### src/scope_macros.svh
// scope equalizer widths and shifts
// sample, stage and coefficient widths plus the
// fixed-point shift of every filter stage
`ifndef SCOPE_MACROS_SVH
`define SCOPE_MACROS_SVH

////////////////////
// data widths
////////////////////

`define SCOPE_DW_ADC     14  // adc sample, also output sample
`define SCOPE_DW_FIR     23  // fir output and first pole state
`define SCOPE_DW_POLE_P  15  // second pole state

// coefficient widths
`define SCOPE_DW_AA      18  // aa only
`define SCOPE_DW_COEF    25  // bb, pp, kk

////////////////////
// stage shifts
////////////////////

`define SCOPE_SHR_FIR    10  // fir sum down to 23 bits
`define SCOPE_SHR_AA     25  // first pole feedback
`define SCOPE_SHR_NARROW  8  // 23 -> 15 bits between poles
`define SCOPE_SHR_PP     16  // second pole feedback
`define SCOPE_SHR_KK     24  // gain

`endif
### src/scope_pkg.sv
// scope equalizer types
// sample types of each pipeline stage, coefficient
// types and the saturating output payload
`include "scope_macros.svh"

package scope_pkg;

  ////////////////////
  // samples
  ////////////////////

  // raw adc sample, two's complement
  typedef logic signed [`SCOPE_DW_ADC-1:0] adc_sample_t;

  // fir output, also first pole state
  typedef logic signed [`SCOPE_DW_FIR-1:0] fir_sample_t;

  // narrowed sample of second pole
  typedef logic signed [`SCOPE_DW_POLE_P-1:0] pole_sample_t;

  ////////////////////
  // coefficients
  ////////////////////

  typedef logic signed [`SCOPE_DW_AA-1:0] coef_aa_t;  // first pole
  typedef logic signed [`SCOPE_DW_COEF-1:0] coef_t;   // bb, pp, kk

  ////////////////////
  // output payload
  ////////////////////

  // sample after gain, with clip marker
  typedef struct packed {
    adc_sample_t dat;  // clamped sample
    logic        sat;  // 1 when clamped
  } scope_out_t;

endpackage : scope_pkg

### src/scope_filter.sv
// oscilloscope input equalizer
// skid -> fir (bb) -> pole (aa) -> pole (pp) -> gain/sat (kk) -> skid
// six cycles input to output with no back-pressure
`timescale 1ns/1ps

module scope_filter import scope_pkg::*; (
  input  logic        clk,
  input  logic        rstn,
  // input stream
  input  adc_sample_t sti_dat,
  input  logic        sti_vld,
  output logic        sti_rdy,
  // output stream
  output adc_sample_t sto_dat,
  output logic        sto_sat,  // sample was clamped
  output logic        sto_vld,
  input  logic        sto_rdy,
  // coefficients, stable while idle
  input  coef_aa_t    cfg_aa,
  input  coef_t       cfg_bb,
  input  coef_t       cfg_kk,
  input  coef_t       cfg_pp
);

  ////////////////////
  // stage links
  ////////////////////

  adc_sample_t  sk_dat;   // skid in -> fir
  logic         sk_vld, sk_rdy;
  fir_sample_t  fir_dat;  // fir -> pole a
  logic         fir_vld, fir_rdy;
  fir_sample_t  pa_dat;   // pole a -> pole p
  logic         pa_vld, pa_rdy;
  pole_sample_t pp_dat;   // pole p -> scale
  logic         pp_vld, pp_rdy;
  scope_out_t   sc_dat;   // scale -> skid out
  logic         sc_vld, sc_rdy;
  scope_out_t   so_dat;   // skid out -> ports

  stream_skid #(.payload_t(adc_sample_t)) u_skid_in (
    .clk(clk), .rstn(rstn),
    .in_dat(sti_dat), .in_vld(sti_vld), .in_rdy(sti_rdy),
    .out_dat(sk_dat), .out_vld(sk_vld), .out_rdy(sk_rdy)
  );

  eq_fir u_fir (
    .clk(clk), .rstn(rstn),
    .in_dat(sk_dat), .in_vld(sk_vld), .in_rdy(sk_rdy),
    .out_dat(fir_dat), .out_vld(fir_vld), .out_rdy(fir_rdy),
    .cfg_bb(cfg_bb)
  );

  eq_pole_a u_pole_a (
    .clk(clk), .rstn(rstn),
    .in_dat(fir_dat), .in_vld(fir_vld), .in_rdy(fir_rdy),
    .out_dat(pa_dat), .out_vld(pa_vld), .out_rdy(pa_rdy),
    .cfg_aa(cfg_aa)
  );

  eq_pole_p u_pole_p (
    .clk(clk), .rstn(rstn),
    .in_dat(pa_dat), .in_vld(pa_vld), .in_rdy(pa_rdy),
    .out_dat(pp_dat), .out_vld(pp_vld), .out_rdy(pp_rdy),
    .cfg_pp(cfg_pp)
  );

  eq_scale_sat u_scale (
    .clk(clk), .rstn(rstn),
    .in_dat(pp_dat), .in_vld(pp_vld), .in_rdy(pp_rdy),
    .out_dat(sc_dat), .out_vld(sc_vld), .out_rdy(sc_rdy),
    .cfg_kk(cfg_kk)
  );

  stream_skid #(.payload_t(scope_out_t)) u_skid_out (
    .clk(clk), .rstn(rstn),
    .in_dat(sc_dat), .in_vld(sc_vld), .in_rdy(sc_rdy),
    .out_dat(so_dat), .out_vld(sto_vld), .out_rdy(sto_rdy)
  );

  assign sto_dat = so_dat.dat;  // split payload onto ports
  assign sto_sat = so_dat.sat;

endmodule : scope_filter

### src/eq_scale_sat.sv
// gain and saturation stage
// m = kk*z / 2^24 floored, clamped to the 14 bit range;
// sat flags a clamped sample
`timescale 1ns/1ps
`include "scope_macros.svh"

module eq_scale_sat import scope_pkg::*; (
  input  logic         clk,
  input  logic         rstn,
  // input stream
  input  pole_sample_t in_dat,
  input  logic         in_vld,
  output logic         in_rdy,
  // output stream
  output scope_out_t   out_dat,
  output logic         out_vld,
  input  logic         out_rdy,
  // coefficient
  input  coef_t        cfg_kk
);

  localparam int unsigned KW = `SCOPE_DW_COEF + `SCOPE_DW_POLE_P;  // product
  localparam int unsigned MW = KW - `SCOPE_SHR_KK;                 // scaled

  // output limits, +8191 / -8192
  localparam logic signed [MW-1:0] SAT_MAX = MW'(2**(`SCOPE_DW_ADC-1) - 1);
  localparam logic signed [MW-1:0] SAT_MIN = MW'(-(2**(`SCOPE_DW_ADC-1)));

  logic signed [KW-1:0] prod;
  logic signed [MW-1:0] m;      // floor(kk*z / 2^24)
  logic signed [MW-1:0] m_clp;  // clamped
  scope_out_t           res;
  logic                 in_acc;

  assign in_rdy = !out_vld || out_rdy;
  assign in_acc = in_vld && in_rdy;

  always_comb begin
    prod    = KW'(cfg_kk) * KW'(in_dat);
    m       = prod[KW-1:`SCOPE_SHR_KK];
    m_clp   = m;
    res.sat = 1'b0;
    if (m > SAT_MAX) begin
      m_clp   = SAT_MAX;  // positive clip
      res.sat = 1'b1;
    end else if (m < SAT_MIN) begin
      m_clp   = SAT_MIN;  // negative clip
      res.sat = 1'b1;
    end
    res.dat = m_clp[`SCOPE_DW_ADC-1:0];
  end

  always_ff @(posedge clk) begin
    if (!rstn) begin
      out_vld <= 1'b0;
    end else if (in_acc) begin
      out_vld <= 1'b1;
    end else if (out_rdy) begin
      out_vld <= 1'b0;
    end
  end

  always_ff @(posedge clk) begin
    if (in_acc) begin
      out_dat <= res;
    end
  end

endmodule : eq_scale_sat

### src/eq_pole_p.sv
// second single-pole iir stage
// narrows the 23 bit input to 15 bits, then
// z' = narrow + pp*z / 2^16, floor, 15 bit wrap
`timescale 1ns/1ps
`include "scope_macros.svh"

module eq_pole_p import scope_pkg::*; (
  input  logic         clk,
  input  logic         rstn,
  // input stream
  input  fir_sample_t  in_dat,
  input  logic         in_vld,
  output logic         in_rdy,
  // output stream
  output pole_sample_t out_dat,
  output logic         out_vld,
  input  logic         out_rdy,
  // coefficient
  input  coef_t        cfg_pp
);

  localparam int unsigned PW = `SCOPE_DW_COEF + `SCOPE_DW_POLE_P;  // full product

  pole_sample_t         z;       // state, also output
  pole_sample_t         narrow;  // input >>> 8, wrapped
  pole_sample_t         fb;      // pp*z / 2^16
  logic signed [PW-1:0] prod;
  logic                 in_acc;

  assign in_rdy  = !out_vld || out_rdy;
  assign in_acc  = in_vld && in_rdy;
  assign out_dat = z;

  always_comb begin
    narrow = in_dat[`SCOPE_SHR_NARROW +: `SCOPE_DW_POLE_P];
    prod   = PW'(cfg_pp) * PW'(z);
    fb     = prod[`SCOPE_SHR_PP +: `SCOPE_DW_POLE_P];  // floor, low bits kept
  end

  always_ff @(posedge clk) begin
    if (!rstn) begin
      out_vld <= 1'b0;
      z       <= '0;
    end else if (in_acc) begin
      out_vld <= 1'b1;
      z       <= narrow + fb;  // 15 bit wrap
    end else if (out_rdy) begin
      out_vld <= 1'b0;
    end
  end

endmodule : eq_pole_p

### src/eq_pole_a.sv
// first single-pole iir stage, high precision
// y' = (w*2^25 + y*2^25 - aa*y) / 2^25, floor, 23 bit wrap
// output is the new y
`timescale 1ns/1ps
`include "scope_macros.svh"

module eq_pole_a import scope_pkg::*; (
  input  logic        clk,
  input  logic        rstn,
  // input stream
  input  fir_sample_t in_dat,
  input  logic        in_vld,
  output logic        in_rdy,
  // output stream
  output fir_sample_t out_dat,
  output logic        out_vld,
  input  logic        out_rdy,
  // coefficient
  input  coef_aa_t    cfg_aa
);

  // (w+y) shifted up plus sign headroom
  localparam int unsigned AW = `SCOPE_DW_FIR + `SCOPE_SHR_AA + 2;

  fir_sample_t          y;      // feedback state, also output
  logic signed [AW-1:0] acc;
  fir_sample_t          y_nxt;
  logic                 in_acc;

  assign in_rdy  = !out_vld || out_rdy;
  assign in_acc  = in_vld && in_rdy;
  assign out_dat = y;

  always_comb begin
    // leak of aa*y/2^25 per sample
    acc   = ((AW'(in_dat) + AW'(y)) <<< `SCOPE_SHR_AA) - AW'(cfg_aa) * AW'(y);
    y_nxt = acc[`SCOPE_SHR_AA +: `SCOPE_DW_FIR];
  end

  always_ff @(posedge clk) begin
    if (!rstn) begin
      out_vld <= 1'b0;
      y       <= '0;
    end else if (in_acc) begin
      out_vld <= 1'b1;
      y       <= y_nxt;  // state advances on accept only
    end else if (out_rdy) begin
      out_vld <= 1'b0;
    end
  end

endmodule : eq_pole_a

### src/eq_fir.sv
// first-order fir equalizer stage
// y = (x*2^18 + (bb - 2^18)*x_prev) / 2^10, floor, wrapped to 23 bits
// state moves only on an accepted sample
`timescale 1ns/1ps
`include "scope_macros.svh"

module eq_fir import scope_pkg::*; (
  input  logic        clk,
  input  logic        rstn,
  // input stream
  input  adc_sample_t in_dat,
  input  logic        in_vld,
  output logic        in_rdy,
  // output stream
  output fir_sample_t out_dat,
  output logic        out_vld,
  input  logic        out_rdy,
  // coefficient
  input  coef_t       cfg_bb
);

  localparam int unsigned ONE_SHL = 18;  // bb value of unity gain
  // bb-2^18 needs one bit more, product plus sum one more
  localparam int unsigned SW = `SCOPE_DW_COEF + `SCOPE_DW_ADC + 2;

  adc_sample_t          x_prev;  // last accepted sample
  logic signed [SW-1:0] bb_m;    // bb minus unity
  logic signed [SW-1:0] acc;     // full precision sum
  fir_sample_t          fir_res;
  logic                 in_acc;

  assign in_rdy = !out_vld || out_rdy;  // empty or being drained
  assign in_acc = in_vld && in_rdy;

  always_comb begin
    bb_m    = SW'(cfg_bb) - (SW'(1) <<< ONE_SHL);
    acc     = (SW'(in_dat) <<< ONE_SHL) + bb_m * SW'(x_prev);
    fir_res = acc[`SCOPE_SHR_FIR +: `SCOPE_DW_FIR];  // floor + wrap
  end

  always_ff @(posedge clk) begin
    if (!rstn) begin
      out_vld <= 1'b0;
      x_prev  <= '0;
    end else if (in_acc) begin
      out_vld <= 1'b1;
      x_prev  <= in_dat;
    end else if (out_rdy) begin
      out_vld <= 1'b0;  // taken, nothing new
    end
  end

  always_ff @(posedge clk) begin
    if (in_acc) begin
      out_dat <= fir_res;
    end
  end

endmodule : eq_fir

### src/stream_skid.sv
// valid/ready register slice
// main register plus one spill entry, so that in_rdy comes
// straight from a flop; one cycle latency, full rate
`timescale 1ns/1ps

module stream_skid #(
  parameter type payload_t = logic [7:0]
) (
  input  logic     clk,
  input  logic     rstn,
  // upstream
  input  payload_t in_dat,
  input  logic     in_vld,
  output logic     in_rdy,
  // downstream
  output payload_t out_dat,
  output logic     out_vld,
  input  logic     out_rdy
);

  payload_t main_dat;   // sample presented downstream
  payload_t spill_dat;  // caught while downstream stalls
  logic     main_vld;
  logic     spill_vld;
  logic     main_free;  // main empty or drained this cycle
  logic     in_acc;

  assign in_rdy    = !spill_vld;  // flop output, no comb path
  assign in_acc    = in_vld && in_rdy;
  assign main_free = !main_vld || out_rdy;

  assign out_dat = main_dat;
  assign out_vld = main_vld;

  ////////////////////
  // control
  ////////////////////

  always_ff @(posedge clk) begin
    if (!rstn) begin
      main_vld  <= 1'b0;
      spill_vld <= 1'b0;
    end else if (main_free) begin
      main_vld  <= spill_vld || in_acc;  // refill, spill first
      spill_vld <= 1'b0;
    end else if (in_acc) begin
      spill_vld <= 1'b1;  // main stuck, park the new one
    end
  end

  ////////////////////
  // data
  ////////////////////

  always_ff @(posedge clk) begin
    if (main_free) begin
      if (spill_vld) begin
        main_dat <= spill_dat;  // oldest first, keeps order
      end else if (in_acc) begin
        main_dat <= in_dat;
      end
    end else if (in_acc) begin
      spill_dat <= in_dat;
    end
  end

endmodule : stream_skid

### config.mk
export PLATFORM = sky130hd
export DESIGN_NAME = scope_filter
export DESIGN_NICKNAME = d
export VERILOG_FILES = /design/src/scope_pkg.sv /design/src/scope_filter.sv /design/src/eq_scale_sat.sv /design/src/eq_pole_p.sv /design/src/eq_pole_a.sv /design/src/eq_fir.sv /design/src/stream_skid.sv
export VERILOG_INCLUDE_DIRS = /design/src /design/src/src
export SDC_FILE = /design/constraint.sdc
export NUM_CORES = 2
export LEC_CHECK = 0
export ABC_CLOCK_PERIOD_IN_PS = 23400
export BUFFER_PORTS_ARGS = -buffer_cell sky130_fd_sc_hd__buf_2
export CAP_MARGIN = 20
export CORE_MARGIN = 2
export CORE_UTILIZATION = 40
export CTS_CLUSTER_DIAMETER = 40
export DETAILED_ROUTE_END_ITERATION = 10
export PLACE_DENSITY = 0.61
export RECOVER_POWER = 100
export SETUP_SLACK_MARGIN = 0.02
export SLEW_MARGIN = 25
export SYNTH_ARGS = -nofsm -noshare
export SYNTH_HDL_FRONTEND = slang
export SYNTH_SLANG_ARGS = --single-unit
### constraint.sdc
create_clock -name clk -period 23.4 [get_ports clk]
set_input_delay 0 -clock clk [delete_from_list [all_inputs] [get_ports clk]]
set_output_delay 0 -clock clk [all_outputs]
set_load 0.005 [all_outputs]
======== After elaboration in Yosys (flattened, before gate mapping) ========
Index checks and enable logic that the tools add are counted.
word-level totals
  bits of input ports ..................... 111
  register bits after elaboration ......... 156
  logic and storage cells ................. 82
  bits in writable memories ............... 0
  bits in latches ......................... 0
  memory bits (read-only) ................. 0
  memories ................................ 0
  output and inout port bits .............. 17
operators by class
  muxes and demuxes ....................... 14
  equal/unequal tests ..................... 1
  reductions and logical operators ........ 33
  shifts and indexed selects .............. 0
  add/subtract/negate cells ............... 5
  div/mod/pow operators ................... 0
  multipliers ............................. 4
  order comparisons ....................... 2
  bitwise logic cells ..................... 3
operator list
  operator                  number
  $sub A48 B48 Y48          1
  $mux W14                  3
  $mul A18 B23 Y41          1
  $mul A25 B15 Y40          1
  $add A32 B33 Y33          1
  $mul A26 B14 Y33          1
  $mul A25 B15 Y31          1
  $mux W15                  2
  $sub A25 B20 Y26 const B  1
  $add A23 B23 Y23          1
  $gt A16 B14 Y1 const B    1
  $lt A16 B14 Y1 const B    1
  $add A15 B15 Y15          1
  $reduce_bool A2 Y1        5
  $mux W1                   9
  $logic_not A1 Y1          8
  $logic_or A1 B1 Y1        8
  $reduce_and A2 Y1         4
  $logic_and A1 B1 Y1       6
  $reduce_or A2 Y1          2
  $not A1 Y1                3
  $ne A2 B2 Y1 const B      1

======== Longest topological paths before layout ========
  depth after elaboration ................. 8
  mapped depth ............................ 42

======== By module ========
Synthesis repeated with hierarchy kept, for this count alone.
unflattened totals
  cell total of the unflattened synthesis .. 6,155
  area, all modules ....................... 57,159.8 sq um
modules (own cells, without submodules)
  module                     sequential area each (sq um)  area an instance (sq um)  times used  cells an instance
  eq_pole_a                  480.5                         17,794.6                  1           1,935
  eq_scale_sat               470.5                         13,356.6                  1           1,476
  eq_fir                     991.0                         12,350.6                  1           1,346
  eq_pole_p                  320.3                         11,299.6                  1           1,289
  stream_skid at u_skid_out  940.9                         1,214.9                   1           56
  stream_skid at u_skid_in   880.8                         1,143.6                   1           53

======== Least setup slack after synthesis ========
Ideal clock, no wire load.
  kind .................................... register to register
  start point ............................. register u_pole_a.y[9] (netlist: u_pole_a.out_dat[9])
  end point ............................... register u_pole_a.y[22] (netlist: u_pole_a.out_dat[22])
  setup time .............................. 0.072 ns
  path buffers ............................ 3
  cell stages (with the launch flop) ...... 43
  data arrival time ....................... 9.023 ns
  path slack .............................. 14.306 ns
  required time ........................... 23.328 ns
  path through ............................ dfxtp_1 -> clkbuf_1 -> clkbuf_1 -> nand2_1 -> fa_1 -> inv_1 -> fa_1 -> inv_1 -> fa_1 -> inv_1 -> fa_1 -> fa_1 -> inv_1 -> fa_1 -> inv_1 -> ha_1 -> buf_6 -> o21a_1 -> [... 7 more ...] -> o21a_1 -> nor2_1 -> o21ai_0 -> a21oi_1 -> xor2_1 -> ha_1 -> and3_1 -> a221o_1 -> a21oi_1 -> o21ai_0 -> a221oi_1 -> nor2_1 -> o32ai_1 -> nor3_4 -> mux2i_1 -> a211oi_2 -> mux2i_1 -> mux2i_1
between the ends
  word-level cells in the longest chain between the ends .. 2
  elaborated cells between the ends (all ways) .. 3
  those cells by class .................... add/sub: 2; mul: 1
ends and longest elaborated chain
  what                                                  RTL line         text
  from (decl)                                           eq_pole_a.sv:25  fir_sample_t y;
  from (signal assigned)                                eq_pole_a.sv:46  y <= y_nxt;
  $mul A18 B23 Y41 or $add A23 B23 Y23 (tied branches)  eq_pole_a.sv:36  acc = ((AW'(in_dat) + AW'(y)) <<< `SCOPE_SHR_AA) - AW'(cfg_aa) * AW'(y);
  $sub A48 B48 Y48 *                                    eq_pole_a.sv:36
Every way passes the cells marked *; elsewhere a longest branch is shown, timed or not.
A chain may end at the register's enable or synchronous reset.

======== Worst setup path after layout ========
  start point ............................. register u_pole_p.z[0] (netlist: u_pole_p.out_dat[0])
  end point ............................... register u_pole_p.z[14] (netlist: u_pole_p.out_dat[14])
between the ends
  word-level cells in the longest chain between the ends .. 2
ends and longest elaborated chain
  what                    RTL line         text
  from (decl)             eq_pole_p.sv:24  pole_sample_t z;
  from (signal assigned)  eq_pole_p.sv:46  z <= narrow + fb;
  $mul A25 B15 Y31        eq_pole_p.sv:36  prod = PW'(cfg_pp) * PW'(z);
  $add A15 B15 Y15        eq_pole_p.sv:46
Every way passes these cells.

==> metrics.md <==
| Metric | Value |
|---|---|
| Clock-pin slew on the worst setup and hold paths | `80 ps` |
| Combinational share of power | `87.4%` |
| CTS tree | `done` |
| Die area | `143000 um^2` |
| Layout net count | `7899` |
| Sequential share of power | `7.1%` |
| Worst slew pin tran | `2920 ps` |
| Crit-path slowest cell | `clkbuf_1` |
| RSZ-0062 raised after global routing | `no` |
| GRT overflow | `0` |
| Pwr dens | `93.6 nW/um^2` |
| Worst Skew | `34.3 ps` |
| Ports | `128` |
| Seq/Total Area, Yosys | `7.30%` |
| Max-slew violations | `146` |
| Max_cap viols | `4` |
| Area grow syn2layout | `5.35%` |
| Fmax | `91.0 MHz` |
| DR WL met2 | `69800 um` |
| Worst-path fanout max | `48` |
| Biggest cell delay along the critical path | `2050 ps` |
| Total number of vias | `39500` |
| Detail Placement HPWL | `110000 um` |
| Switching fraction of total power | `55.4%` |
| Syn_nets | `7975` |
| Top Metal Used | `met5` |
| Status | `complete, but fails checks` |
| Clk_lat worst skew | `510 ps` |
| Post-synth EDFFs | `96` |
| Final setup viols | `0` |
| Die X | `378 um` |
| WL final | `140000 um` |
| Core Box Area | `139000 um^2` |
| Gpl congestion | `0.883` |
| CP Launch Type | `register` |
| Minimum clock period after layout | `10980 ps` |
| Vias in the first global route | `43400` |
| P_sw | `0.00305 W` |
| Int Pwr | `0.00246 W` |
| Total negative slack | `0 ps` |
| Clk network pwr share | `5.5%` |
| Crit path kind | `reg2reg` |
| Worst setup margin | `12420 ps` |
| Relative slew slack | `-94.6%` |
| Worst Path Required | `23750 ps` |
| Placed Area | `58300 um^2` |
| Hold/Removal Path Class | `in2reg` |
| Antenna Violating Nets Remaining | `0` |
| Row count | `137` |
| Pre-antenna DRT Iters | `5` |
| Synth Warn # | `0` |
| Static leakage | `27.0 nW` |
| Initial antenna violation count | `13` |
| Finished layout cell area | `59000 um^2` |
| Critical Path AT | `11340 ps` |
| Worst vdd ir | `0.275 mV` |
| CP Capture Type | `register` |
| Async set or reset register ratio after synthesis | `0%` |
| Largest net degree at the start of global routing | `52` |
| Fraction of layout cells with a size suffix above 1 | `3.98%` |
| Crit share post-route | `46.9%` |
| Failing checks | `capacitance limit, slew limit` |
| Dpl ws | `13270 ps` |
| Syn avg cell area | `9.14 um^2` |
| Die Y | `378 um` |
| Vias per Instance | `4.98` |
| WL met3 | `6490 um` |
| Dominant synthesized flop cell | `edfxtp_1` |
| Initial drt markers | `1950` |
| CTS Buf Count | `17` |
| Clock sink total | `156` |
| Final-report hold violation count | `0` |
| DR WL/cell | `17.6 um` |
| Initial core utilization | `40.2%` |
| M1 WL | `60700 um` |
| Remaining routing DRC violations | `0` |
| Total GRT Usage | `20.6%` |
| Max Buffers Root-to-Sink | `2` |
| Port bufs | `127` |
| Synthesized cell area | `56000 um^2` |
| Synth Register Bits | `156` |
| Synth Instances | `6123` |
| CTS H-tree depth | `4` |
| Netlist cell types | `83` |
| Pwr Total | `0.00552 W` |
| Root Buffer | `clkbuf_16` |
| First-pass GRT wire length | `233000 um` |
-- power groups by stage --
stage	Clock, W	Combinational (W)	Sequential [W]
floorplan	0	0.00362	0.000361
global placement	0	0.00475	0.000396
detailed placement	0	0.00479	0.000396
CTS	0.000313	0.00483	0.000390
global route	0.000321	0.00538	0.000394
finish	0.000303	0.00482	0.000391
-- cell usage in the layout (no fill, tap or decap), drive strengths merged, types with 15 or more instances in the layout --
master and count:
a211oi 18, inv 1427, and3 15, dfxtp 60
nor2 116, edfxtp 96, a21oi 141, nor2b 33
xor2 45, buf 144, ha 410, o21a 28
mux2 29, xnor2 144, dlygate4sd3 17, and2 478
nand2b 87, clkbuf 51, nand2 1026, nand3 35
nor3 37, fa 1331, a21o 56, o21ai 68
-- area by class of cell --
cell class / instances / area [um^2]
Clock inverter: 15 / 179
Multi-Input combinational cell: 4256 / 45400
Antenna cell: 10 / 25.0
Inverter: 1421 / 5330
Tap cell: 1876 / 2350
Timing Repair Buffer: 195 / 1130
Clock buffer: 17 / 425
Sequential cell: 156 / 4100
Fill cell: 13800 / 80200
-- worst max-delay path, delay by kind of cell (launching register included) --
kind	cells	cell delay, ps
adder cells (fa/ha/maj)	8	3730
AO/OA/AOI/OAI	14	3050
buffers and inverters	7	2400
AND/OR/NAND/NOR	5	750
XOR/XNOR	3	510
flip-flops	1	340
-- synth_stat cells (all sizes together), types with 45 or more instances --
cell type,number,area [um^2]
inv,1417,5320
fa,1331,26600
nand2,1026,3850
and2,478,2990
ha,410,5130
clkbuf,278,1040
xnor2,144,1260
a21oi,141,717
nor2,116,438
edfxtp,96,2880
nand2b,87,544
o21ai,68,344
dfxtp,60,1200
a21o,56,420
xor2,45,413
-- sequential cells by signal, summed over array words and instances, names as in the netlist --
name / flops
u_pole_a.out_vld: 1
u_pole_a.out_dat: 23
u_fir.out_dat: 23
u_skid_in.spill_dat: 14
u_scale.out_vld: 1
u_skid_in.out_dat: 14
u_pole_p.out_vld: 1
u_fir.out_vld: 1
u_fir.x_prev: 14
u_skid_out.out_dat: 15
u_skid_in.out_vld: 1
u_scale.out_dat: 15
u_skid_out.spill_dat: 15
u_skid_out.spill_vld: 1
u_pole_p.out_dat: 15
u_skid_in.spill_vld: 1
u_skid_out.out_vld: 1
-- per-stage QoR --
stage	hold slack (ps)	cells	util [%]
5_1_grt	226	7944	42.4
3_5_place_dp	199	7887	41.9
6_report	238	7946	42.4
3_3_place_gp	196	7887	41.8
4_1_cts	203	7936	42.4
2_1_floorplan	98.9	6123	-
-- final timing paths --
path / to / startpoint / cells past startpoint / slack (ps)
max: u_pole_p.out_dat[14]$_SDFFE_PN0P_ / u_pole_p.out_dat[0]$_SDFFE_PN0P_ / 37 / 12420
min: u_skid_in.spill_dat[3]$_DFFE_PP_ / sti_dat[3] / 2 / 240
max reg2reg: u_pole_p.out_dat[14]$_SDFFE_PN0P_ / u_pole_p.out_dat[0]$_SDFFE_PN0P_ / 37 / 12420
min reg2reg: u_skid_out.spill_dat[9]$_DFFE_PP_ / u_scale.out_dat[9]$_SDFFCE_PN1P_ / 0 / 410
-- per-layer routing --
| layer | global-route usage (%) | vias up |
|---|---|---|
| met5 | 0 | - |
| met2 | 35.6 | 983 |
| met1 | 27.9 | 20500 |
| met3 | 2.29 | 172 |
| met4 | 4.65 | 6 |
| li1 | - | 17900 |
-- what timing repair did --
action / CTS / global route
endpoints found under the hold margin: 40 / 0
buffers inserted: 0 / 0
resized for setup: 0 / 0
hold buffers: 17 / 0
-- cell families after synthesis --
family          share of synthesized area (%)
simple gates                             15.9
mux                                     0.673
compound gates                           4.81
buf+inv                                  11.5
fa+ha+maj                                56.8
xor+xnor                                 2.99
flops                                    7.30
(Power assumes the default switching activity.)
